==> config.mk <==
export PLATFORM = sky130hd
export DESIGN_NAME = registerFile
export DESIGN_NICKNAME = d
export VERILOG_FILES = /design/src/source/registerFile.sv
export SDC_FILE = /design/constraint.sdc
export NUM_CORES = 2
export LEC_CHECK = 0
export BUFFER_PORTS_ARGS = -buffer_cell sky130_fd_sc_hd__clkbuf_2
export CAP_MARGIN = 20
export CORE_MARGIN = 5
export CORE_UTILIZATION = 55
export CTS_CLUSTER_SIZE = 12
export DETAILED_ROUTE_END_ITERATION = 16
export MAX_ROUTING_LAYER = met4
export PLACE_DENSITY = 0.71
export SYNTH_ARGS = -nofsm -noshare
export SYNTH_HDL_FRONTEND = slang
export SYNTH_SLANG_ARGS = --single-unit
==> constraint.sdc <==
create_clock -name clk -period 2.87 [get_ports clk]
set_clock_uncertainty 0.2 [all_clocks]
set_input_delay 0.1435 -clock clk [delete_from_list [all_inputs] [get_ports clk]]
set_output_delay 0.1435 -clock clk [all_outputs]
set_load 0.05 [all_outputs]
==> src/source/registerFile.sv <==
`default_nettype none

module registerFile (
    input  logic        clk,
    input  logic        reset,
    input  logic        writeEnable,
    input  logic [4:0]  readAddr1,
    input  logic [4:0]  readAddr2,
    input  logic [4:0]  writeAddr,
    input  logic [31:0] writeData,
    output logic [31:0] readData1,
    output logic [31:0] readData2
);

    logic [31:0] registers [32];

    always_ff @(posedge clk) begin
        if (reset) begin
            for (int i = 0; i < 32; i++) begin
                registers[i] <= '0;
            end
        end else if (writeEnable && writeAddr != 5'd0) begin  // Register 0 never changes
            registers[writeAddr] <= writeData;
        end
    end

    // Register 0 reads as zero even before the first reset
    assign readData1 = (readAddr1 == 5'd0) ? 32'd0 : registers[readAddr1];
    assign readData2 = (readAddr2 == 5'd0) ? 32'd0 : registers[readAddr2];

endmodule

`default_nettype wire

Word level (Yosys, flattened, before mapping). Memories as Yosys holds them, arrays and structs flattened. Index checks and enable logic that the tools add are counted.

Multiplexer cells: 10. Reductions and logical operators: 5.

Operators with widths (number): $mux W32 (3); $reduce_or A32 Y1 (1); $logic_not A5 Y1 (2); $mux W1 (6); $mux W5 (1); $reduce_bool A5 Y1 (1); $logic_and A1 B1 Y1 (1).

Bits in registers: 0. Memory bits (writable): 1024. Output and inout port bits: 64. Logic and storage cells: 16. Memories: 1.

Memories: registers (depth 32, bits a word 32, read ports 2, clocked after Yosys merged registers in 0, write ports 32, line 15) `logic [31:0] registers [32];`.

Depth between registers and ports, before layout.
Depth after elaboration: 7. Depth in mapped cells: 9. Mapped depth without buffers: 4.

Worst setup path after synthesis. No wires, ideal clock.

Path type: input port to output port. Start: in readAddr2[0]. End: out readData2[30]. Arrival: 3.475 ns. Data required time: 2.526 ns. Setup slack: -0.949 ns. Stages on the path: 6. Path buffers: 3. Cells stage by stage: buf_2 > buf_6 > buf_4 > mux4_2 > mux2i_1 > a2111oi_0.

Cells in the longest elaborated chain, start to end: 2. Elaborated cells on any way between the ends: 3. Those cells by class: mux: 1; reduce/logical: 1; memory: 1.

RTL lines: start, declared (line 8) `input logic [4:0] readAddr2,`; $mem_v2 Z32 W32 / $logic_not A5 Y1 (equally long branches); $mux W32 (*) (line 29) `assign readData2 = (readAddr2 == 5'd0) ? 32'd0 : registers[readAddr2];`; end, declared (line 12) `output logic [31:0] readData2`.

Every way passes the cells marked *; elsewhere a longest branch is shown, timed or not.

==> results_dict.tcl <==
set metrics [dict create \
    cp-start-kind "register" \
    synth_most_common_cell "edfxtp_1" \
    dpl_cell_area_sq_um 58400 \
    routed_wl_mm 181 \
    track_usage_pct 35.4 \
    die_area_sq_um 105000 \
    min_period_ns 3.05 \
    ir_worst_vdd_uv 532 \
    post-synth-top-area-cell "edfxtp_1" \
    cts_sinks 1024 \
    final_area_sq_um 64000 \
    drt_drc_violations_left 0 \
    clockBufferDepth 3 \
    antenna_left 0 \
    status "finished with violations" \
    clk_root_buffer_cell "clkbuf_16" \
    start_util_pct 55.3 \
    vias_per_cell 7.04 \
    cp_max_fo 2 \
    fin_setup_tns_ns -3.86 \
    area_delta_synth_final_pct 18.1 \
    fmax_mhz 327 \
    drive_gt1_share_pct 34.6 \
    leakagePower_uw 0.0224 \
    yosysTopAreaCellShare_pct 56.7 \
    synth_cells 3502 \
    numPortBuffers 113 \
    slowest_stage "mux4_2" \
    setup_viol 41 \
    dieHeight_um 324 \
    power.density_nw_per_um2 574 \
    period_share_pct 106 \
    reg.largest.list "registers x1024" \
    crit_cells 6 \
    syn-cell-area_sq_um 54300 \
    ys_top_cells_by_area "edfxtp_1 57%, mux4_2 20%, and2_1 11%" \
    tritoncts "done" \
    hold_ws_ns 0.0281 \
    end_kind "output pin" \
    antenna_found_initial 18 \
    maxCapViolCount 0 \
    critPathTopFamily "multiplexers" \
    grt_pass1_vias 36400 \
    grt_pass1_wl_mm 257 \
    hold_path.class "primary input to register" \
    grt_overflow 0 \
    yosysUniqueCellTypes 42 \
    clkTransAtPathRegs_ns 0.06 \
    rows 115 \
    setup_ws_ns -0.184 \
    rsz0062_at_grt "yes" \
    die_w_um 324 \
    gp_congestion 0.904 \
    worstMarginPinSlew_ns 0.820 \
    design.core.area_sq_um 98100 \
    synth_common_cells "1,024 x edfxtp_1, 995 x and2_1, 472 x mux4_2, 271 x clkbuf_1, 150 x mux2i_1" \
    nNetsFinal 3748 \
    dp.cells 4851 \
    synth_warnings 0 \
    syn_avg_cell_area_sq_um 15.5 \
    critPathKind "register to output pin" \
    num_io_pins 114 \
    async_flop_share_pct 0 \
    crit_required_ns 2.53 \
    num_vias 35700 \
    grt_max_degree 65 \
    largest-register "registers" \
    slew_headroom_pct 45.3 \
    largest_register_ffs 1024 \
    drtIter0Drc 5864 \
    critPathBufInv 2 \
    htreeDepth 3 \
    cp_cell_sequence "mux4_2, mux4_2, o22ai_2, buf_6, nor3_4, buf_8" \
    slew_violations 0 \
    worstHoldPathCells 2 \
    wl_per_cell_um 35.6 \
    synth_seq_area_share_pct 56.7 \
    fin_cells 5075 \
    ys_seq_elements 1024 \
    cp.arrival_ns 2.71 \
    yosys_most_used_dff "edfxtp_1" \
    hold_viol 0 \
    cts_buffers 108 \
    failed_checks "setup timing" \
    synth_edf_count 1024 \
    dr.pass1.iters 6 \
    cp_common_cell "mux4_2" \
    cpPeakStageDelay_ns 0.60 \
    hpwl_mm 113 \
]
==> what timing repair did <==
item / CTS / global route
setup endpoints to repair: 60 / 59
buffers inserted: 18 / 4
pin swaps: 88 / 23
hold buffers: 17 / 0
gates resized for setup: 322 / 75
hold endpoints to repair: 325 / 0
cloned: 0 / 0
==> where the power goes <==
part	internal (uW)	total [uW]	switching, uW
logic	2570	5890	3320
clock network	7280	13100	5840
registers	17300	17800	478
==> placed cells by master, fill, tap and decap left out, drive strengths merged, types with 2 or more instances in the layout <==
cell         count
a2111oi         55
a211oi           7
a21oi           12
a221o            2
a221oi           4
a22o            51
a22oi           16
a32o             4
and2           995
and3             3
buf            355
bufinv           3
clkbuf         206
clkinv          43
clkinvlp         2
conb            32
diode           13
dlygate4sd3     17
edfxtp        1024
inv              5
mux2            30
mux2i          150
mux4           472
nand2            7
nand2b           5
nand3            5
nand3b           5
nand4bb          2
nor2            36
nor2b           14
nor3            54
nor4             6
nor4b            3
o21ai            4
o22ai          103
or2             33
or3              2
or3b             4
==> layout make-up <==
cell class	count	area [sq um]
multi-input combinational	2120	23700
fill	6708	34100
timing repair buffer	442	4760
clock inverter	51	339
sequential	1024	30700
tap	1287	1610
inverter	2	7.51
clock buffer	136	2870
antenna	13	32.5
==> kinds of logic after synthesis <==
logic type | count (synthesis) | synth area share (%)
and+or+nand+nor | 1177 | 13.3
DFF | 1024 | 56.7
muxes | 652 | 23.0
buffers and inverters | 389 | 3.35
AOI/OAI and AO/OA | 259 | 3.65
other | 1 | 0.00691
==> worst paths after layout <==
check	endpoint	startpoint
worst max-delay path	readData1[17]	registers[29][17]$_SDFFCE_PN0P_
worst min-delay path	registers[21][16]$_SDFFCE_PN0P_	writeData[16]
==> per-layer routing <==
layer / GRT usage (%) / up-vias / routed length (um)
li1: - / 14000 / -
met1: 45.4 / 18200 / 61900
met2: 54.3 / 2932 / 84900
met3: 8.02 / 613 / 22900
met4: 17.3 / 0 / 11100
met5: - / - / 0
==> metrics by stage <==
stage	setup WS [ns]	utilization (%)	total power, uW
2_1_floorplan	-0.291	-	21000
3_3_place_gp	-0.351	59.5	23000
3_5_place_dp	-0.432	59.5	23100
4_1_cts	-0.222	64.9	36600
5_1_grt	-0.233	65.3	37700
6_report	-0.184	65.3	36800
No activity file was read; power rests on OpenSTA's default activity.
