===== config.mk =====
export PLATFORM = sky130hd
export DESIGN_NAME = nextPc
export DESIGN_NICKNAME = d
export VERILOG_FILES = /design/src/source/mipsPkg.sv /design/src/source/nextPc.sv
export SDC_FILE = /design/constraint.sdc
export NUM_CORES = 1
export LEC_CHECK = 0
export ABC_AREA = 1
export BUFFER_PORTS_ARGS = -buffer_cell sky130_fd_sc_hd__buf_4
export CAP_MARGIN = 10
export CORE_UTILIZATION = 48
export CTS_BUF_LIST = sky130_fd_sc_hd__clkbuf_4 sky130_fd_sc_hd__clkbuf_8 sky130_fd_sc_hd__clkbuf_16
export DETAILED_ROUTE_END_ITERATION = 16
export PLACE_DENSITY = 0.85
export REMOVE_ABC_BUFFERS = 1
export SYNTH_ARGS = -nofsm -noshare
export SYNTH_HDL_FRONTEND = slang
export SYNTH_SLANG_ARGS = --single-unit

===== constraint.sdc =====
create_clock -name clk -period 3.7 [get_ports clk]
set_clock_uncertainty 0.15 [all_clocks]
set_input_delay 0.37 -clock clk [delete_from_list [all_inputs] [get_ports clk]]
set_output_delay 0.37 -clock clk [all_outputs]
set_load 0.02 [all_outputs]

===== src/source/mipsPkg.sv =====
`default_nettype none

package mipsPkg;

    localparam logic [31:0] resetAddress = 32'h0000_3000;  // First fetch after reset

    // Field layout of an R-type word, also used to pull opcode, rs and rt from I and J types
    typedef struct packed {
        logic [5:0] opcode;
        logic [4:0] rs;
        logic [4:0] rt;
        logic [4:0] rd;
        logic [4:0] shamt;
        logic [5:0] funct;
    } instrType;

    typedef enum logic [5:0] {
        opSpecial = 6'h00,  // R type, function field selects the operation
        opJ       = 6'h02,
        opJal     = 6'h03,
        opBeq     = 6'h04,
        opAddiu   = 6'h09,
        opOri     = 6'h0d,
        opLui     = 6'h0f,
        opLb      = 6'h20,
        opLh      = 6'h21,
        opLw      = 6'h23,
        opSb      = 6'h28,
        opSh      = 6'h29,
        opSw      = 6'h2b
    } opcodeType;

    typedef enum logic [5:0] {
        functSll  = 6'h00,
        functJr   = 6'h08,
        functAddu = 6'h21,
        functSubu = 6'h23,
        functAnd  = 6'h24,
        functOr   = 6'h25,
        functSlt  = 6'h2a
    } functType;

    typedef enum logic [2:0] {aluAdd, aluSub, aluAnd, aluOr, aluSlt, aluSll, aluLui} aluOpType;

    typedef enum logic [1:0] {npcSequential, npcBranch, npcJump, npcRegister} npcOpType;

    typedef enum logic [1:0] {regDstRt, regDstRd, regDstRa31} regDstType;

    typedef enum logic [1:0] {wbAlu, wbMemory, wbLink} wbSelType;

    typedef enum logic [1:0] {extZero, extSign, extUpper} extOpType;

    typedef enum logic [1:0] {memWord, memHalf, memByte} memSizeType;

    typedef struct packed {
        npcOpType   npcOp;
        regDstType  regDst;
        wbSelType   wbSel;
        extOpType   extOp;
        aluOpType   aluOp;
        memSizeType memSize;
        logic       regWrite;
        logic       memWrite;
        logic       aluSrcImm;  // B operand is the extended immediate
        logic       shiftSrc;   // A operand is the shift amount
    } controlType;

    typedef struct packed {
        logic [31:0] pc;
        logic        regWrite;
        logic [4:0]  regAddr;
        logic [31:0] regData;
        logic        memWrite;
        logic [31:0] memAddr;        // Byte address
        logic [3:0]  memByteEnable;
        logic [31:0] memData;        // Store data already moved into its lanes
    } traceType;

endpackage

`default_nettype wire


===== src/source/nextPc.sv =====
`default_nettype none

module nextPc (
    input  logic                clk,
    input  logic                reset,
    input  mipsPkg::controlType control,
    input  logic                zero,
    input  logic [15:0]         immediate,
    input  logic [25:0]         jumpIndex,
    input  logic [31:0]         registerTarget,
    output logic [31:0]         pc,
    output logic [31:0]         pcPlus4
);
    import mipsPkg::*;

    logic [31:0] branchTarget;
    logic [31:0] jumpTarget;
    logic [31:0] pcNext;

    assign pcPlus4      = pc + 32'd4;
    assign branchTarget = pcPlus4 + {{14{immediate[15]}}, immediate, 2'b00};  // Word offset
    assign jumpTarget   = {pcPlus4[31:28], jumpIndex, 2'b00};  // Stays in the current region

    always_comb begin
        case (control.npcOp)
            npcSequential: pcNext = pcPlus4;
            npcBranch:     pcNext = zero ? branchTarget : pcPlus4;
            npcJump:       pcNext = jumpTarget;
            npcRegister:   pcNext = registerTarget;
        endcase
    end

    always_ff @(posedge clk) begin
        if (reset) begin
            pc <= resetAddress;
        end else begin
            pc <= pcNext;
        end
    end

endmodule

`default_nettype wire


Yosys cells after proc, flatten, opt, wreduce, memory -nomap -nowiden. Index checks and enable logic that the tools add are counted.

Bits in registers: 32. Input bits: 94. Logic and storage cells: 9. Output and inout port bits: 64.

Reduce and logical (&&, ||, !) cells: 1. Equal/unequal tests: 3. Multiplexer cells: 2. Add/sub/neg operators: 2.

Operators with widths (count): 32-bit one-hot mux with 4 select lines (1); 32-bit by 3-bit adder with 32-bit output (second input constant) (1); 32-bit adder (1); 32-bit 2-to-1 mux (1); 2-bit == test (second input constant) (2); 2-bit by 1-bit == test with 1-bit output (second input constant) (1); 2-bit logical NOT (1).

Logic depth before layout (Yosys ltp).
Word-level depth: 4. Depth in mapped cells: 25. Mapped depth without buffers: 25.

Least setup slack after synthesis. OpenSTA, ideal clock, no wires.

Path type: reg2reg. From: register pc[2]. To: register pc[29]. Cell stages (with the launch flop): 21. Clock period less this slack: 3.029 ns. Library setup time: 0.118 ns. Path slack: 0.671 ns. Arrival time: 2.760 ns. Data required time: 3.432 ns. Buffers on the path: 0. Path through: dfxtp_1 > ha_1 > nand2_1 > inv_2 > nand3_2 > nor2_4 > nand2_2 > nor2_1 > xnor2_1 > inv_1 > ha_1 > a21oi_1 > nor2_1 > nor2_1 > nand2_1 > a21oi_1 > nand2_1 > nand2_1 > nand3_1 > nand2_1 > a21oi_2.

Cells in the longest elaborated chain, start to end: 4.

RTL lines: start, declared (RTL line nextPc.sv:11) `output logic [31:0] pc,`; start signal, assigned (RTL line nextPc.sv:35) `pc <= resetAddress;`; start signal, assigned (RTL line nextPc.sv:37) `pc <= pcNext;`; 32-bit by 3-bit adder with 32-bit output (RTL line nextPc.sv:20) `assign pcPlus4 = pc + 32'd4;`; named net pcPlus4[18] (RTL line nextPc.sv:12) `output logic [31:0] pcPlus4`; 32-bit adder (RTL line nextPc.sv:21) `assign branchTarget = pcPlus4 + {{14{immediate[15]}}, immediate, 2'b00};`; 32-bit 2-to-1 mux (RTL line nextPc.sv:27) `npcBranch: pcNext = zero ? branchTarget : pcPlus4;`; 32-bit one-hot mux with 4 select lines (RTL line nextPc.sv:25) `case (control.npcOp)`.

The timed path passes the listed nets, and every way through them passes these cells. A chain may end at the register's enable or synchronous reset.

Final worst setup path.
From: register pc[2]. To: register pc[24].

Cells in the longest elaborated chain, start to end: 4.

RTL lines (RTL line): 32-bit by 3-bit adder with 32-bit output (*) (nextPc.sv:20); 32-bit adder (nextPc.sv:21); 32-bit 2-to-1 mux (nextPc.sv:27); 32-bit one-hot mux with 4 select lines (*) (nextPc.sv:25).

Mark *: on every way between the ends. The rest lies on a longest branch, timed or not.

==> impl_metrics.xml <==
<?xml version="1.0" encoding="UTF-8"?>
<metrics>
  <group name="hold_path">
    <metric name="hold_path.class" unit="">in2reg</metric>
    <metric name="timing.hold.worst.start" unit="">reset</metric>
  </group>
  <group name="final_layout">
    <metric name="largest_register" unit="">pc</metric>
    <metric name="top_regs" unit="">pc x32</metric>
    <metric name="n_fill_cell" unit="">942</metric>
    <metric name="diodes" unit="">0</metric>
    <metric name="growth_of_design_area_from_synthesis_to_finish" unit="%">27.13</metric>
    <metric name="stdcell_count" unit="">1129</metric>
    <metric name="num-nets-final" unit="">1124</metric>
    <metric name="largest_register_ff_count" unit="">32</metric>
    <metric name="final_layout_size_suffix_gt1_frac" unit="">0.1968</metric>
    <metric name="layout.cell_area.non_filler" unit="mm2">0.006092</metric>
    <metric name="layout_common_cells" unit="">nand2_1 (267), buf_4 (151), inv_1 (128)</metric>
    <metric name="final_common_cell" unit="">nand2_1</metric>
  </group>
  <group name="die">
    <metric name="initial_utilization" unit="">0.4925</metric>
    <metric name="chipWidth" unit="um">101.9</metric>
    <metric name="num_rows" unit="">36</metric>
    <metric name="coreArea" unit="mm2">0.009729</metric>
    <metric name="pin_count" unit="">158</metric>
    <metric name="die_area" unit="mm2">0.01039</metric>
    <metric name="chip_height" unit="um">101.9</metric>
  </group>
  <group name="drt">
    <metric name="route.vias.total" unit="">6098</metric>
    <metric name="first_iter_violations" unit="">419</metric>
    <metric name="routed_wirelength" unit="um">16430</metric>
    <metric name="detail_route.wl_per_cell" unit="um">14.55</metric>
    <metric name="drtAntennaViolNets" unit="">0</metric>
    <metric name="post_drt_via_cell_ratio" unit="">5.401</metric>
    <metric name="remaining_routing_drc_violations" unit="">0</metric>
    <metric name="drt_first_pass_iters" unit="">5</metric>
  </group>
  <group name="sta">
    <metric name="setup-tns-final" unit="ns">0</metric>
    <metric name="max_slew_margin" unit="">0.5064</metric>
    <metric name="finalMaxSlewViolations" unit="">0</metric>
    <metric name="max_freq" unit="MHz">300.5</metric>
    <metric name="tightestPinTransition" unit="ns">0.7396</metric>
    <metric name="timing.final.hold_violations" unit="">0</metric>
    <metric name="final_period_minus_worst_setup_slack" unit="ns">3.328</metric>
    <metric name="final_critical_path_setup_slack" unit="ns">0.3722</metric>
    <metric name="fin_hold_ws" unit="ns">0.1396</metric>
    <metric name="finalSetupViolations" unit="">0</metric>
    <metric name="fin_crit_sh" unit="">0.8994</metric>
    <metric name="grt_setup_unrepaired" unit="">false</metric>
  </group>
  <group name="power_and_ir_drop">
    <metric name="ir_drop" unit="mV">0.1511</metric>
    <metric name="power-per-cell-area" unit="mW/mm2">257.8</metric>
    <metric name="cellLeakagePower" unit="uW">0.003357</metric>
  </group>
  <group name="global_route">
    <metric name="grt_pass1_vias" unit="">5447</metric>
    <metric name="maximum_number_of_pins_on_one_net_before_global_route_repair" unit="">33</metric>
    <metric name="grt.overflow.total" unit="">0</metric>
    <metric name="grt_antenna_before_repair" unit="">0</metric>
    <metric name="track_usage" unit="">0.3192</metric>
    <metric name="grt_pass1_wl" unit="um">25940</metric>
  </group>
  <group name="run_status">
    <metric name="run_status" unit="">finished, final reports clean</metric>
  </group>
  <group name="setup_path">
    <metric name="critical_path.startpoint" unit="">pc[2]</metric>
    <metric name="worstReg2RegStart" unit="">pc[2]</metric>
    <metric name="critical_path_class" unit="">reg2reg</metric>
    <metric name="cp-start-kind" unit="">flip-flop</metric>
    <metric name="timing.critical_path.to_type" unit="">flip-flop</metric>
    <metric name="critical_path.max_fanout" unit="">5</metric>
    <metric name="arrival" unit="ns">3.34</metric>
    <metric name="timing.critical_path.required" unit="ns">3.72</metric>
  </group>
  <group name="synth">
    <metric name="post_synth_num_cell_types" unit="">43</metric>
    <metric name="synth_top_family_by_area" unit="">simple AND/OR/NAND/NOR gates</metric>
    <metric name="fraction_of_registers_with_async_set_reset" unit="">0</metric>
    <metric name="number_of_synthesized_flops_with_an_enable_pin" unit="">0</metric>
    <metric name="yosys_warnings" unit="">0</metric>
    <metric name="synth_seq_area_share" unit="">0.1337</metric>
    <metric name="netlist_area_pre_place" unit="mm2">0.004792</metric>
    <metric name="synth-compound-area-share" unit="">0.1963</metric>
    <metric name="synth_top_flop_cell" unit="">dfxtp_1</metric>
    <metric name="syn-mean-instance-area" unit="um2">5.585</metric>
    <metric name="synth-adder-area-share" unit="">0.09295</metric>
    <metric name="synthXorXnorAreaFrac" unit="">0.04726</metric>
    <metric name="yosys-mux-area-fraction" unit="">0</metric>
    <metric name="post_synth_inst_count" unit="">858</metric>
    <metric name="synth-seq-cells" unit="">32</metric>
    <metric name="synthSimpleGateAreaFrac" unit="">0.4021</metric>
  </group>
  <group name="placement">
    <metric name="dp.cells" unit="">1121</metric>
    <metric name="place.port_buffers" unit="">142</metric>
    <metric name="global_placement_routability_congestion" unit="">0.9804</metric>
    <metric name="detailed_place_hpwl" unit="um">13480</metric>
    <metric name="dpl_cell_area" unit="mm2">0.005995</metric>
    <metric name="pre_cts_ws" unit="ns">0.4838</metric>
  </group>
  <group name="clocking">
    <metric name="clock_sinks" unit="">32</metric>
    <metric name="cts_tree" unit="">built</metric>
    <metric name="cts_resized" unit="">0</metric>
    <metric name="clock_tree.root_cell" unit="">clkbuf_8</metric>
    <metric name="htree_num_levels" unit="">2</metric>
    <metric name="cts.clk_slew.worst_paths" unit="ns">0.07</metric>
    <metric name="clock_path_buffers" unit="">2</metric>
    <metric name="hold_buf_cts" unit="">0</metric>
    <metric name="cts_post_setup_buffers_inserted" unit="">0</metric>
    <metric name="insertion_delay" unit="ns">0.29</metric>
    <metric name="cts_buffers" unit="">5</metric>
  </group>
  <group name="run">
    <metric name="cap_violations" unit="">0</metric>
  </group>
</metrics>
-- through the flow --
stage	total power [uW]	util
after floorplan	939.4	-
after global placement	1247	0.6161
after detailed placement	1260	0.6161
after CTS	1554	0.6262
after global routing	1678	0.6262
final	1570	0.6262
-- cell usage after synthesis, types with 3 or more instances --
master / instances / area [um2]
nand2_2: 6 / 37.54
xor2_1: 18 / 157.7
o21ai_0: 46 / 230.2
nor3_1: 8 / 40.04
o211ai_1: 4 / 30.03
ha_1: 34 / 425.4
a21oi_2: 5 / 43.79
inv_2: 8 / 30.03
nand2_1: 267 / 1002
nand3b_1: 3 / 22.52
a21o_1: 6 / 45.04
nor2_2: 7 / 43.79
clkbuf_1: 12 / 45.04
buf_2: 6 / 30.03
a21oi_1: 57 / 285.3
dfxtp_1: 32 / 640.6
a221oi_1: 18 / 157.7
nand3_1: 59 / 295.3
o21bai_1: 5 / 37.54
buf_4: 3 / 22.52
o21ai_1: 7 / 35.03
xnor2_1: 6 / 52.55
nor2_4: 3 / 33.78
inv_1: 128 / 480.5
nor2_1: 76 / 285.3
a31oi_1: 4 / 25.02
nand4_1: 9 / 56.30
-- layer usage --
metal  routed length [um]  vias up  track usage  part of all wire
li1                     -     3047            -                 -
met5                    0        -            0                 0
met2                 7373      289       0.5213              0.45
met1                 7072     2722       0.4377              0.43
met3                 1611       40      0.03762             0.098
met4                  371        0       0.1044             0.023
-- final cells by class --
class	count	area (um2)	area share
Timing Repair Buffer	151	1134	0.1861
Tap cell	133	166.4	0.02732
Clock buffer	8	97.59	0.01602
Multi-Input combinational cell	668	3540	0.5810
Sequential cell	32	640.6	0.1052
Inverter	137	514.2	0.08441
-- where the power goes --
part           internal, uW  total, uW  switching [uW]
combinational           329        858             529
sequential              374        414            40.2
clock                   166        298             132
total                   869       1570             701
-- final timing paths --
| check | endpoint | slack (ns) | cells past startpoint |
|---|---|---|---|
| min reg2reg | pc[0] | 0.34 | 2 |
| max reg2reg | pc[24] | 0.37 | 19 |
| max | pc[24] | 0.37 | 19 |
| min | pc[0] | 0.14 | 2 |
-- critical path: stages (launching register included) --
cell and delay (ns):
dfxtp_1 0.39, ha_1 0.20, nand2_1 0.10, inv_2 0.08, nand3_2 0.10, nor2_4 0.13
nand2_2 0.10, nor2_1 0.13, xnor2_1 0.16, inv_1 0.15, ha_1 0.40, nand2_1 0.13
nor2_1 0.19, nand2_1 0.10, nor2_1 0.09, o21ai_0 0.16, nand4_1 0.14, nand3_1 0.14
nand2_1 0.11, a21oi_1 0.06
-- kinds of logic (layout without fill, tap and decap cells) --
| family | count (synthesis) | after routing |
|---|---|---|
| flops | 32 | 32 |
| compound gates | 158 | 158 |
| buf+inv | 158 | 296 |
| xor+xnor | 25 | 25 |
| fa+ha+maj | 35 | 35 |
| simple gates | 450 | 450 |
Power figures use the tool's default switching activity.
