## src/source/mipsPkg.sv

```systemverilog
`default_nettype none

package mipsPkg;

    localparam logic [31:0] resetAddress = 32'h0000_3000;  // First fetch after reset

    // Field layout of an R-type word, also used to pull opcode, rs and rt from I and J types
    typedef struct packed {
        logic [5:0] opcode;
        logic [4:0] rs;
        logic [4:0] rt;
        logic [4:0] rd;
        logic [4:0] shamt;
        logic [5:0] funct;
    } instrType;

    typedef enum logic [5:0] {
        opSpecial = 6'h00,  // R type, function field selects the operation
        opJ       = 6'h02,
        opJal     = 6'h03,
        opBeq     = 6'h04,
        opAddiu   = 6'h09,
        opOri     = 6'h0d,
        opLui     = 6'h0f,
        opLb      = 6'h20,
        opLh      = 6'h21,
        opLw      = 6'h23,
        opSb      = 6'h28,
        opSh      = 6'h29,
        opSw      = 6'h2b
    } opcodeType;

    typedef enum logic [5:0] {
        functSll  = 6'h00,
        functJr   = 6'h08,
        functAddu = 6'h21,
        functSubu = 6'h23,
        functAnd  = 6'h24,
        functOr   = 6'h25,
        functSlt  = 6'h2a
    } functType;

    typedef enum logic [2:0] {aluAdd, aluSub, aluAnd, aluOr, aluSlt, aluSll, aluLui} aluOpType;

    typedef enum logic [1:0] {npcSequential, npcBranch, npcJump, npcRegister} npcOpType;

    typedef enum logic [1:0] {regDstRt, regDstRd, regDstRa31} regDstType;

    typedef enum logic [1:0] {wbAlu, wbMemory, wbLink} wbSelType;

    typedef enum logic [1:0] {extZero, extSign, extUpper} extOpType;

    typedef enum logic [1:0] {memWord, memHalf, memByte} memSizeType;

    typedef struct packed {
        npcOpType   npcOp;
        regDstType  regDst;
        wbSelType   wbSel;
        extOpType   extOp;
        aluOpType   aluOp;
        memSizeType memSize;
        logic       regWrite;
        logic       memWrite;
        logic       aluSrcImm;  // B operand is the extended immediate
        logic       shiftSrc;   // A operand is the shift amount
    } controlType;

    typedef struct packed {
        logic [31:0] pc;
        logic        regWrite;
        logic [4:0]  regAddr;
        logic [31:0] regData;
        logic        memWrite;
        logic [31:0] memAddr;        // Byte address
        logic [3:0]  memByteEnable;
        logic [31:0] memData;        // Store data already moved into its lanes
    } traceType;

endpackage

`default_nettype wire

```

## src/source/controller.sv

```systemverilog
`default_nettype none

module controller (
    input  logic [31:0]         instr,
    output mipsPkg::controlType control
);
    import mipsPkg::*;

    instrType  fields;
    opcodeType opcode;
    functType  funct;

    assign fields = instr;
    assign opcode = opcodeType'(fields.opcode);
    assign funct  = functType'(fields.funct);

    always_comb begin
        control.npcOp     = npcSequential;  // Anything not decoded below falls through as a no-op
        control.regDst    = regDstRt;
        control.wbSel     = wbAlu;
        control.extOp     = extZero;
        control.aluOp     = aluAdd;
        control.memSize   = memWord;
        control.regWrite  = 1'b0;
        control.memWrite  = 1'b0;
        control.aluSrcImm = 1'b0;
        control.shiftSrc  = 1'b0;

        case (opcode)
            opSpecial: begin
                control.regDst = regDstRd;
                case (funct)
                    functAddu: begin
                        control.regWrite = 1'b1;
                        control.aluOp    = aluAdd;
                    end
                    functSubu: begin
                        control.regWrite = 1'b1;
                        control.aluOp    = aluSub;
                    end
                    functAnd: begin
                        control.regWrite = 1'b1;
                        control.aluOp    = aluAnd;
                    end
                    functOr: begin
                        control.regWrite = 1'b1;
                        control.aluOp    = aluOr;
                    end
                    functSlt: begin
                        control.regWrite = 1'b1;
                        control.aluOp    = aluSlt;
                    end
                    functSll: begin
                        control.regWrite = 1'b1;
                        control.aluOp    = aluSll;
                        control.shiftSrc = 1'b1;  // Shift by shamt, not by rs
                    end
                    functJr: control.npcOp = npcRegister;
                    default: ;
                endcase
            end
            opOri: begin
                control.regWrite  = 1'b1;
                control.aluSrcImm = 1'b1;
                control.aluOp     = aluOr;
            end
            opLui: begin
                control.regWrite  = 1'b1;
                control.aluSrcImm = 1'b1;
                control.extOp     = extUpper;
                control.aluOp     = aluLui;
            end
            opAddiu: begin
                control.regWrite  = 1'b1;
                control.aluSrcImm = 1'b1;
                control.extOp     = extSign;
            end
            opLw, opLh, opLb: begin
                control.regWrite  = 1'b1;
                control.aluSrcImm = 1'b1;
                control.extOp     = extSign;
                control.wbSel     = wbMemory;
                control.memSize   = (opcode == opLw) ? memWord :
                                    (opcode == opLh) ? memHalf : memByte;
            end
            opSw, opSh, opSb: begin
                control.memWrite  = 1'b1;
                control.aluSrcImm = 1'b1;
                control.extOp     = extSign;
                control.memSize   = (opcode == opSw) ? memWord :
                                    (opcode == opSh) ? memHalf : memByte;
            end
            opBeq: begin
                control.npcOp = npcBranch;
                control.aluOp = aluSub;  // Equal operands leave a zero difference
            end
            opJ: control.npcOp = npcJump;
            opJal: begin
                control.npcOp    = npcJump;
                control.regWrite = 1'b1;
                control.regDst   = regDstRa31;
                control.wbSel    = wbLink;
            end
            default: ;
        endcase
    end

endmodule

`default_nettype wire

```

## config.mk

```make
export PLATFORM = sky130hd
export DESIGN_NAME = controller
export DESIGN_NICKNAME = d
export VERILOG_FILES = /design/src/source/mipsPkg.sv /design/src/source/controller.sv
export SDC_FILE = /design/constraint.sdc
export NUM_CORES = 1
export LEC_CHECK = 0
export BUFFER_PORTS_ARGS = -buffer_cell sky130_fd_sc_hd__buf_2
export CORE_AREA = 2 2 39 41
export DETAILED_ROUTE_END_ITERATION = 7
export DIE_AREA = 0 0 41 43
export GPL_ROUTABILITY_DRIVEN = 0
export MAX_ROUTING_LAYER = met4
export PLACE_DENSITY = 0.74
export SYNTH_ARGS = -nofsm -noshare
export SYNTH_HDL_FRONTEND = slang
export SYNTH_SLANG_ARGS = --single-unit
```

## constraint.sdc

```tcl
create_clock -name vclk -period 1.3
set_input_delay 0.13 -clock vclk [all_inputs]
set_output_delay 0.13 -clock vclk [all_outputs]
set_load 0.03 [all_outputs]
```

# Word-level counts from Yosys, hierarchy flattened
# Cells that the tools add are included.
dict set report op_classes {
  n_mux 18
  reduce_logical 9
  eq_ne 18
  n_bitwise 0
  addsub 0
  magnitude_cmp 0
  shift 0
  n_div 0
  mul 0
}
# cell count
set ops {}
lappend ops {{$eq A6 B6 Y1 const B} 11}
lappend ops {{$eq A6 B4 Y1 const B} 4}
lappend ops {{$pmux W2 S2} 4}
lappend ops {{$pmux W3 S5} 1}
lappend ops {{$reduce_or A7 Y1} 2}
lappend ops {{$eq A6 B2 Y1 const B} 2}
lappend ops {{$logic_not A6 Y1} 2}
lappend ops {{$pmux W3 S4} 1}
lappend ops {{$mux W2} 5}
lappend ops {{$reduce_or A9 Y1} 1}
lappend ops {{$eq A6 B3 Y1 const B} 1}
lappend ops {{$pmux W2 S3} 1}
lappend ops {{$reduce_or A3 Y1} 2}
lappend ops {{$reduce_or A6 Y1} 1}
lappend ops {{$mux W1} 5}
lappend ops {{$pmux W1 S2} 1}
lappend ops {{$reduce_or A2 Y1} 1}
dict set report totals {
  ff_bits 0
  memories 0
  ram_bits 0
  in_bits 32
  latchBits 0
  romBits 0
  out_inout_bits 17
}

# Longest topological paths before layout
# Gate-level depths: netlist (run 1).
dict set report logic_depth {
  depth_word 4
  mapped_depth 5
  ltp_nobuf 4
}

# Worst setup path before layout (run 1)
# Ideal clock, no wire load.
dict set report synth_timing {
  path_type {input to output}
  start {in instr[0]}
  end {out control[6] in the netlist's numbering}
  setup_slack_ns -0.598
  t_arrival_ns 1.768
  n_path_buf 0
  required_time_ns 1.170
  cell_stages 4
  cell_sequence {or3_4 a21oi_1 a31oi_1 o41ai_1}
}
# element line_no
set synth_rtl {}
lappend synth_rtl {{from (decl)} controller.sv:4} ;# input logic [31:0] instr,
lappend synth_rtl {{to (decl)} controller.sv:5} ;# output mipsPkg::controlType control

==> flow_summary.ini, run 1 <==
[timing]
slew_violations = 0
tightest_slew_ps = 326.4
holdWs_ps = 687.0
fin_ws_ps = -270.3
fin_crit_sh_pct = 120.8
setup_violations = 6
finalHoldViolations = 0
grt_setup_unrepaired = true
post-route-min-period_ps = 1570
max_freq_ghz = 0.6368
max-slew-margin-rel_pct = 78.01

[power_and_ir_drop]
peakVddDrop_mv = 0.1644
power_density_nw_per_um2 = 268.1
leakagePower_uw = 0.0004112

[worst_setup_path]
critPathRequiredTime_ps = 1170
path_cells = buf_6, or3_4, or4b_4, o21ai_4, buf_6
end_kind = output port
cp_max_fo = 3
cp.arrival_ps = 1440
start_kind = input pin
cpPeakStageDelay_ps = 530
path_common_cell = buf_6
cp_slowest_cell = or4b_4
criticalPathCategory = in -> out

[yosys]
synth_compound_area_share_pct = 32.03
synth_top_area_share_pct = 9.804
yosysTopAreaCell = nor2_1
syn_inst = 66
yosys.area_share.simple_pct = 53.27
synth_top_cells_by_area = nor2_1 9.8%, nand3_1 5.2%, nor3_1 5.2%
synthMuxAreaShare_pct = 0
yosysSeqAreaShare_pct = 0
yosysUniqueCellTypes = 33
syn_area_um2 = 382.9
synth_top_family_by_area = simple AND/OR/NAND/NOR gates
synth_xor_area_share_pct = 2.288
synth_nets = 98
synth_warnings = 0
synth.avg_cell_area_um2 = 5.801
synth_fa_ha_area_share_pct = 0

[status]
status = complete, but fails checks
violations = negative setup slack

[placement]
dp_hpwl_um = 1301
dpl.cell_count = 122
numPortBuffers = 29
post_dp_cell_area_um2 = 758.2

[detailed_routing]
firstDrtPassIters = 4
wl_um = 1670
drc = 0
drt_iter0_drc = 19
via_per_inst = 5.512
wl_per_cell_um = 13.36
antenna_left = 0
via_count = 689

[floorplanning]
core_area_um2 = 1384
initial_core_util_pct = 27.67
die_area_um2 = 1763
ios = 49
die_w_um = 41
chipHeight_um = 43
fp-row-count = 14

[final_layout]
area_delta_synth_final_pct = 137.3
num-nets-final = 143
regArea_um2 = 0
drive_above_1_share_pct = 70.64
layout.cells.non_filler = 125
stdcell_area_um2 = 908.4
diodes = 0
clock_buffers = 0
seq_cell_count = 0

[grt]
grt_start_max_net_pins = 10
grt_overflow = 0
antenna_found_initial = 0
grt_pass1_vias = 626
grt_pass1_wl_um = 2656
grt_util_all_layers_pct = 20.98

[clock_tree]
hold_buffers = 0

[hold_path]
hold_class = in -> out
worstHoldPathCells = 4

[run]
cap_violations = 0
==> synthesized netlist by cell type, types with 2 or more instances <==
cell type,instances
inv_1,4
nand4_1,2
a22oi_1,2
nor3_1,4
nor2_1,10
nand3_1,4
buf_2,2
nand2_1,5
o21ai_0,2
clkbuf_1,4
a211oi_1,2
nor2b_1,2
a21oi_1,3
==> metrics by stage <==
step	util, %	TNS, ps	total power [µW]	worst slack (ps)
3_5_place_dp	54.79	-1502	203.2	-342.2
6_report	65.64	-918.6	243.5	-270.3
3_3_place_gp	54.79	-1274	196.9	-312.4
2_1_floorplan	-	-644.7	131.0	-235.1
4_1_cts	64.29	-913.9	234.0	-282.6
5_1_grt	65.64	-1168	260.3	-306.2
==> layout by cell type (no fill, tap or decap), drive strengths merged <==
cell type   n
a211oi      2
and3b       1
o22a        1
or4         1
a31oi       1
inv         4
o22ai       1
a21oi       4
or3         2
o21ai       3
a22oi       2
nand4       2
o21a        1
nor2       10
buf        50
and4b       1
nor4        1
o32ai       1
nor3        4
nor2b       2
and2        1
xnor2       1
nand3       5
nand2       5
or4b        1
a21o        1
o41ai       1
==> final timing paths <==
| check | from | endpoint |
|---|---|---|
| max | instr[0] | control[16] |
| min | instr[4] | control[0] |
==> routing by layer <==
| layer | vias up | routed length (µm) | track usage, % |
|---|---|---|---|
| li1 | 330 | - | - |
| met1 | 331 | 653 | 25.63 |
| met2 | 26 | 919 | 35.94 |
| met3 | 2 | 87 | 2.094 |
| met4 | 0 | 9 | 3.333 |
| met5 | - | 0 | - |
==> timing repair <==
| action | in CTS | in global routing |
|---|---|---|
| setup buffers | 2 | 1 |
| endpoints found under the setup margin | 10 | 7 |
| pin swaps | 5 | 4 |
| resized for setup | 28 | 3 |
==> report_power, final <==
| part | internal, µW | leakage (µW) | switching [µW] |
|---|---|---|---|
| combinational | 115 | 0.000411 | 129 |
| sequential | 0 | 0 | 0 |
| clock | 0 | 0 | 0 |
| total | 115 | 0.000411 | 129 |
==> kinds of logic after synthesis <==
family                    Yosys count
AOI/OAI and AO/OA                  18
buffers and inverters              11
xor gates and xnor gates            1
and+or+nand+nor                    36
==> layout make-up <==
class	count	area, µm²
tap	16	20.02
multi-input combinational	55	480.5
timing repair buffer	50	392.9
inverter	4	15.01
fill	115	475.5
==> worst max-delay path, delay by kind of cell <==
family                 cells  cell delay [ps]
and+or+nand+nor            2              920
AOI/OAI and AO/OA          1              150
buffers and inverters      2              230
No activity file was read; power rests on OpenSTA's default activity.
==> run 2: changes to the inputs <==
- REMOVE_ABC_BUFFERS: default -> 1
==> flow_summary.ini, run 2 (synthesized netlist as in run 1, its figures left out) <==
[status]
status = complete, but fails checks
violations = negative setup slack

[power_and_ir_drop]
netSwitchingFraction_pct = 52.94
pwr-share-comb_pct = 100.0
power_uw = 224.6
switchingPower_uw = 118.9
clkPwrFrac_pct = 0
power_density_nw_per_um2 = 272.8
leakagePower_uw = 0.0003932
peakVddDrop_mv = 0.1610
seq_power_share_pct = 0
internal_power_uw = 105.7

[placement]
numPortBuffers = 29
dp_slack_ps = -300.7
dp_hpwl_um = 1228

[final_layout]
final_cell_mix = 22 x buf_4, 13 x buf_2, 12 x buf_6
regArea_um2 = 0
layout_commonest_cell = buf_4
clock_buffers = 0
seq_cell_count = 0
area_delta_synth_final_pct = 115.0
num-nets-final = 141
drive_above_1_share_pct = 62.62
diodes = 0

[timing]
slew_violations = 0
holdWs_ps = 638.0
tightest_slew_ps = 277.7
post-route-min-period_ps = 1558
setup_tns_ps = -940.3
grt_setup_unrepaired = true
max_freq_ghz = 0.6420
setup_violations = 6
fin_crit_sh_pct = 119.8
finalHoldViolations = 0
fin_ws_ps = -257.7
max-slew-margin-rel_pct = 81.24

[grt]
grt_pass1_vias = 685
grt_util_all_layers_pct = 20.27
grt_overflow = 0
antenna_found_initial = 0
grt_pass1_wl_um = 2622
grt_start_max_net_pins = 10

[detailed_routing]
drc = 0
firstDrtPassIters = 4
drt_iter0_drc = 8
via_count = 654
antenna_left = 0
wl_per_cell_um = 13.36
wl_um = 1643
via_per_inst = 5.317

[worst_setup_path]
cpPeakStageDelay_ps = 520
cp_slowest_cell = or4b_4
path_cells = buf_2, or3_4, or4b_4, o21ai_2, buf_6
criticalPathCategory = in -> out
end_kind = output port
critPathRequiredTime_ps = 1170
cp_max_fo = 3
cp.arrival_ps = 1430
start_kind = input pin

[hold_path]
hold_class = in -> out

[floorplanning]
die_w_um = 41
die_area_um2 = 1763
initial_core_util_pct = 27.67
core_area_um2 = 1384
chipHeight_um = 43
ios = 49
fp-row-count = 14

[run]
cap_violations = 0
-- run 2: final cells by class --
class	count	area [µm²]
Fill cell	126	560.5
Inverter	4	15.01
Tap cell	16	20.02
Multi-Input combinational cell	55	415.4
Timing Repair Buffer	48	372.9
-- run 2: metal layers --
metal / track usage [%] / up-vias / part of all wire [%]
met3: 0.5236 / 2 / 4.4
met5: - / - / 0
li1: - / 328 / -
met2: 36.88 / 22 / 55
met4: 4.667 / 0 / 1.3
met1: 22.78 / 302 / 40
-- run 2: power by group through the flow --
| stage | clock network [µW] | logic (µW) | registers, µW |
|---|---|---|---|
| final | 0 | 225 | 0 |
| after CTS | 0 | 206 | 0 |
| after detailed placement | 0 | 178 | 0 |
| after global placement | 0 | 173 | 0 |
| after global routing | 0 | 241 | 0 |
| after floorplan | 0 | 74.3 | 0 |
-- run 2: stage by stage --
step	std cells	area, µm²	util [%]
after CTS	122	772.0	55.79
final	123	823.3	59.49
after detailed placement	122	650.6	47.02
after global routing	123	823.3	59.49
after floorplan	59	350.3	-
after global placement	122	650.6	47.02
-- run 2: worst paths after layout --
path / from / end / depth (start not counted)
max: instr[2] / control[16] / 5
min: instr[4] / control[6] / 3
-- run 2: repair_timing --
item	CTS	global route
buffers inserted	0	1
hold buffers	0	0
resized for setup	32	11
gates cloned	0	0
endpoints found under the setup margin	9	10
pin swaps	7	4
-- run 2: critical path: cells and delay by family --
| kind | cells | cell delay, ps |
|---|---|---|
| compound gates | 1 | 140 |
| simple gates | 2 | 900 |
| buf+inv | 2 | 260 |
==> run 3: changes to the inputs <==
- RECOVER_POWER: default -> 100
==> flow_summary.ini, run 3 (synthesized netlist as in run 1, its figures left out) <==
[status]
status = complete, but fails checks
violations = negative setup slack

[timing]
max-slew-margin-rel_pct = 76.09
setup_violations = 6
finalHoldViolations = 0
grt_setup_unrepaired = true
post-route-min-period_ps = 1559
tightest_slew_ps = 360.2
max_freq_ghz = 0.6415
fin_crit_sh_pct = 119.9
holdWs_ps = 638.2
fin_ws_ps = -258.9
slew_violations = 0

[floorplanning]
chipHeight_um = 43
die_area_um2 = 1763
ios = 49
die_w_um = 41
core_area_um2 = 1384
initial_core_util_pct = 27.67
fp-row-count = 14

[final_layout]
clock_buffers = 0
final_cell_mix = 22 x buf_4, 12 x buf_6, 8 x buf_2
seq_cell_count = 0
num-nets-final = 141
area_delta_synth_final_pct = 113.1
fin_util_pct = 58.95
layout.cells.non_filler = 123
layout_commonest_cell = buf_4
fillers = 130
drive_above_1_share_pct = 59.81
diodes = 0
regArea_um2 = 0

[power_and_ir_drop]
power_uw = 222.9
leakagePower_uw = 0.0003822
peakVddDrop_mv = 0.1607
power_density_nw_per_um2 = 273.3

[placement]
dp_slack_ps = -300.7
dp_hpwl_um = 1228
numPortBuffers = 29
dpl.cell_count = 122

[detailed_routing]
wl_per_cell_um = 13.37
drt_iter0_drc = 8
wl_um = 1644
drc = 0
antenna_left = 0
via_count = 650
firstDrtPassIters = 4
via_per_inst = 5.285

[grt]
grt_pass1_vias = 685
antenna_found_initial = 0
grt_overflow = 0
grt_start_max_net_pins = 10
grt_util_all_layers_pct = 20.27
grt_pass1_wl_um = 2622

[worst_setup_path]
cpPeakStageDelay_ps = 520
cp_max_fo = 3
critical_path_buf_inv_count = 2
path_cells = buf_2, or3_4, or4b_4, o21ai_2, buf_6
start_kind = input pin
cp.arrival_ps = 1430
critPathRequiredTime_ps = 1170
criticalPathCategory = in -> out
end_kind = output port
cp_slowest_cell = or4b_4
path_delay_family = simple AND/OR/NAND/NOR gates

[run]
cap_violations = 0

[clock_tree]
hold_buffers = 0

[hold_path]
whs_endpoint = control[6]
hp-start = instr[4]
hold_class = in -> out
worstHoldPathCells = 3
-- run 3: worst max path at each step --
stage / to / slack, ps / startpoint / cells after the start
finish: control[16] / -260 / instr[2] / 5
global route: control[16] / -280 / instr[0] / 5
CTS: control[16] / -240 / instr[0] / 5
detailed placement: control[16] / -300 / instr[0] / 5
global placement: control[15] / -290 / instr[0] / 5
floorplan: control[6] / -600 / instr[0] / 4
-- run 3: where the power goes --
part / total (µW) / internal, µW / switching, µW
sequential: 0 / 0 / 0
clock: 0 / 0 / 0
combinational: 223 / 104 / 119
total: 223 / 104 / 119
-- run 3: metal layers --
metal  part of all wire [%]  GRT usage, %  vias to the layer above
li1                       -             -                      328
met1                     39         22.78                      298
met2                     55         36.88                       22
met3                    4.4        0.5236                        2
met4                    1.3         4.667                        0
met5                      0             -                        -
-- run 3: per-stage QoR --
stage	TNS, ps	area, µm²
5_1_grt	-1241	815.8
4_1_cts	-857.3	772.0
6_report	-944.5	815.8
3_3_place_gp	-1407	650.6
3_5_place_dp	-1428	650.6
2_1_floorplan	-1873	350.3
-- run 3: tightest hold or removal path, stage by stage --
cell,delay (ps)
buf_2,130
o41ai_1,90
buf_4,160
-- run 3: timing repair --
action / CTS / global route
hold endpoints to repair: 0 / 0
buffers inserted: 0 / 1
resized for setup: 32 / 11
setup endpoints to repair: 9 / 10
pin swaps: 7 / 4
-- run 3: area by class of cell --
| cell class | count | area (µm²) | share of cell area (%) |
|---|---|---|---|
| multi-input cells | 55 | 412.9 | 50.61 |
| repair buffers | 48 | 367.9 | 45.09 |
| well taps | 16 | 20.02 | 2.454 |
| inverters | 4 | 15.01 | 1.840 |
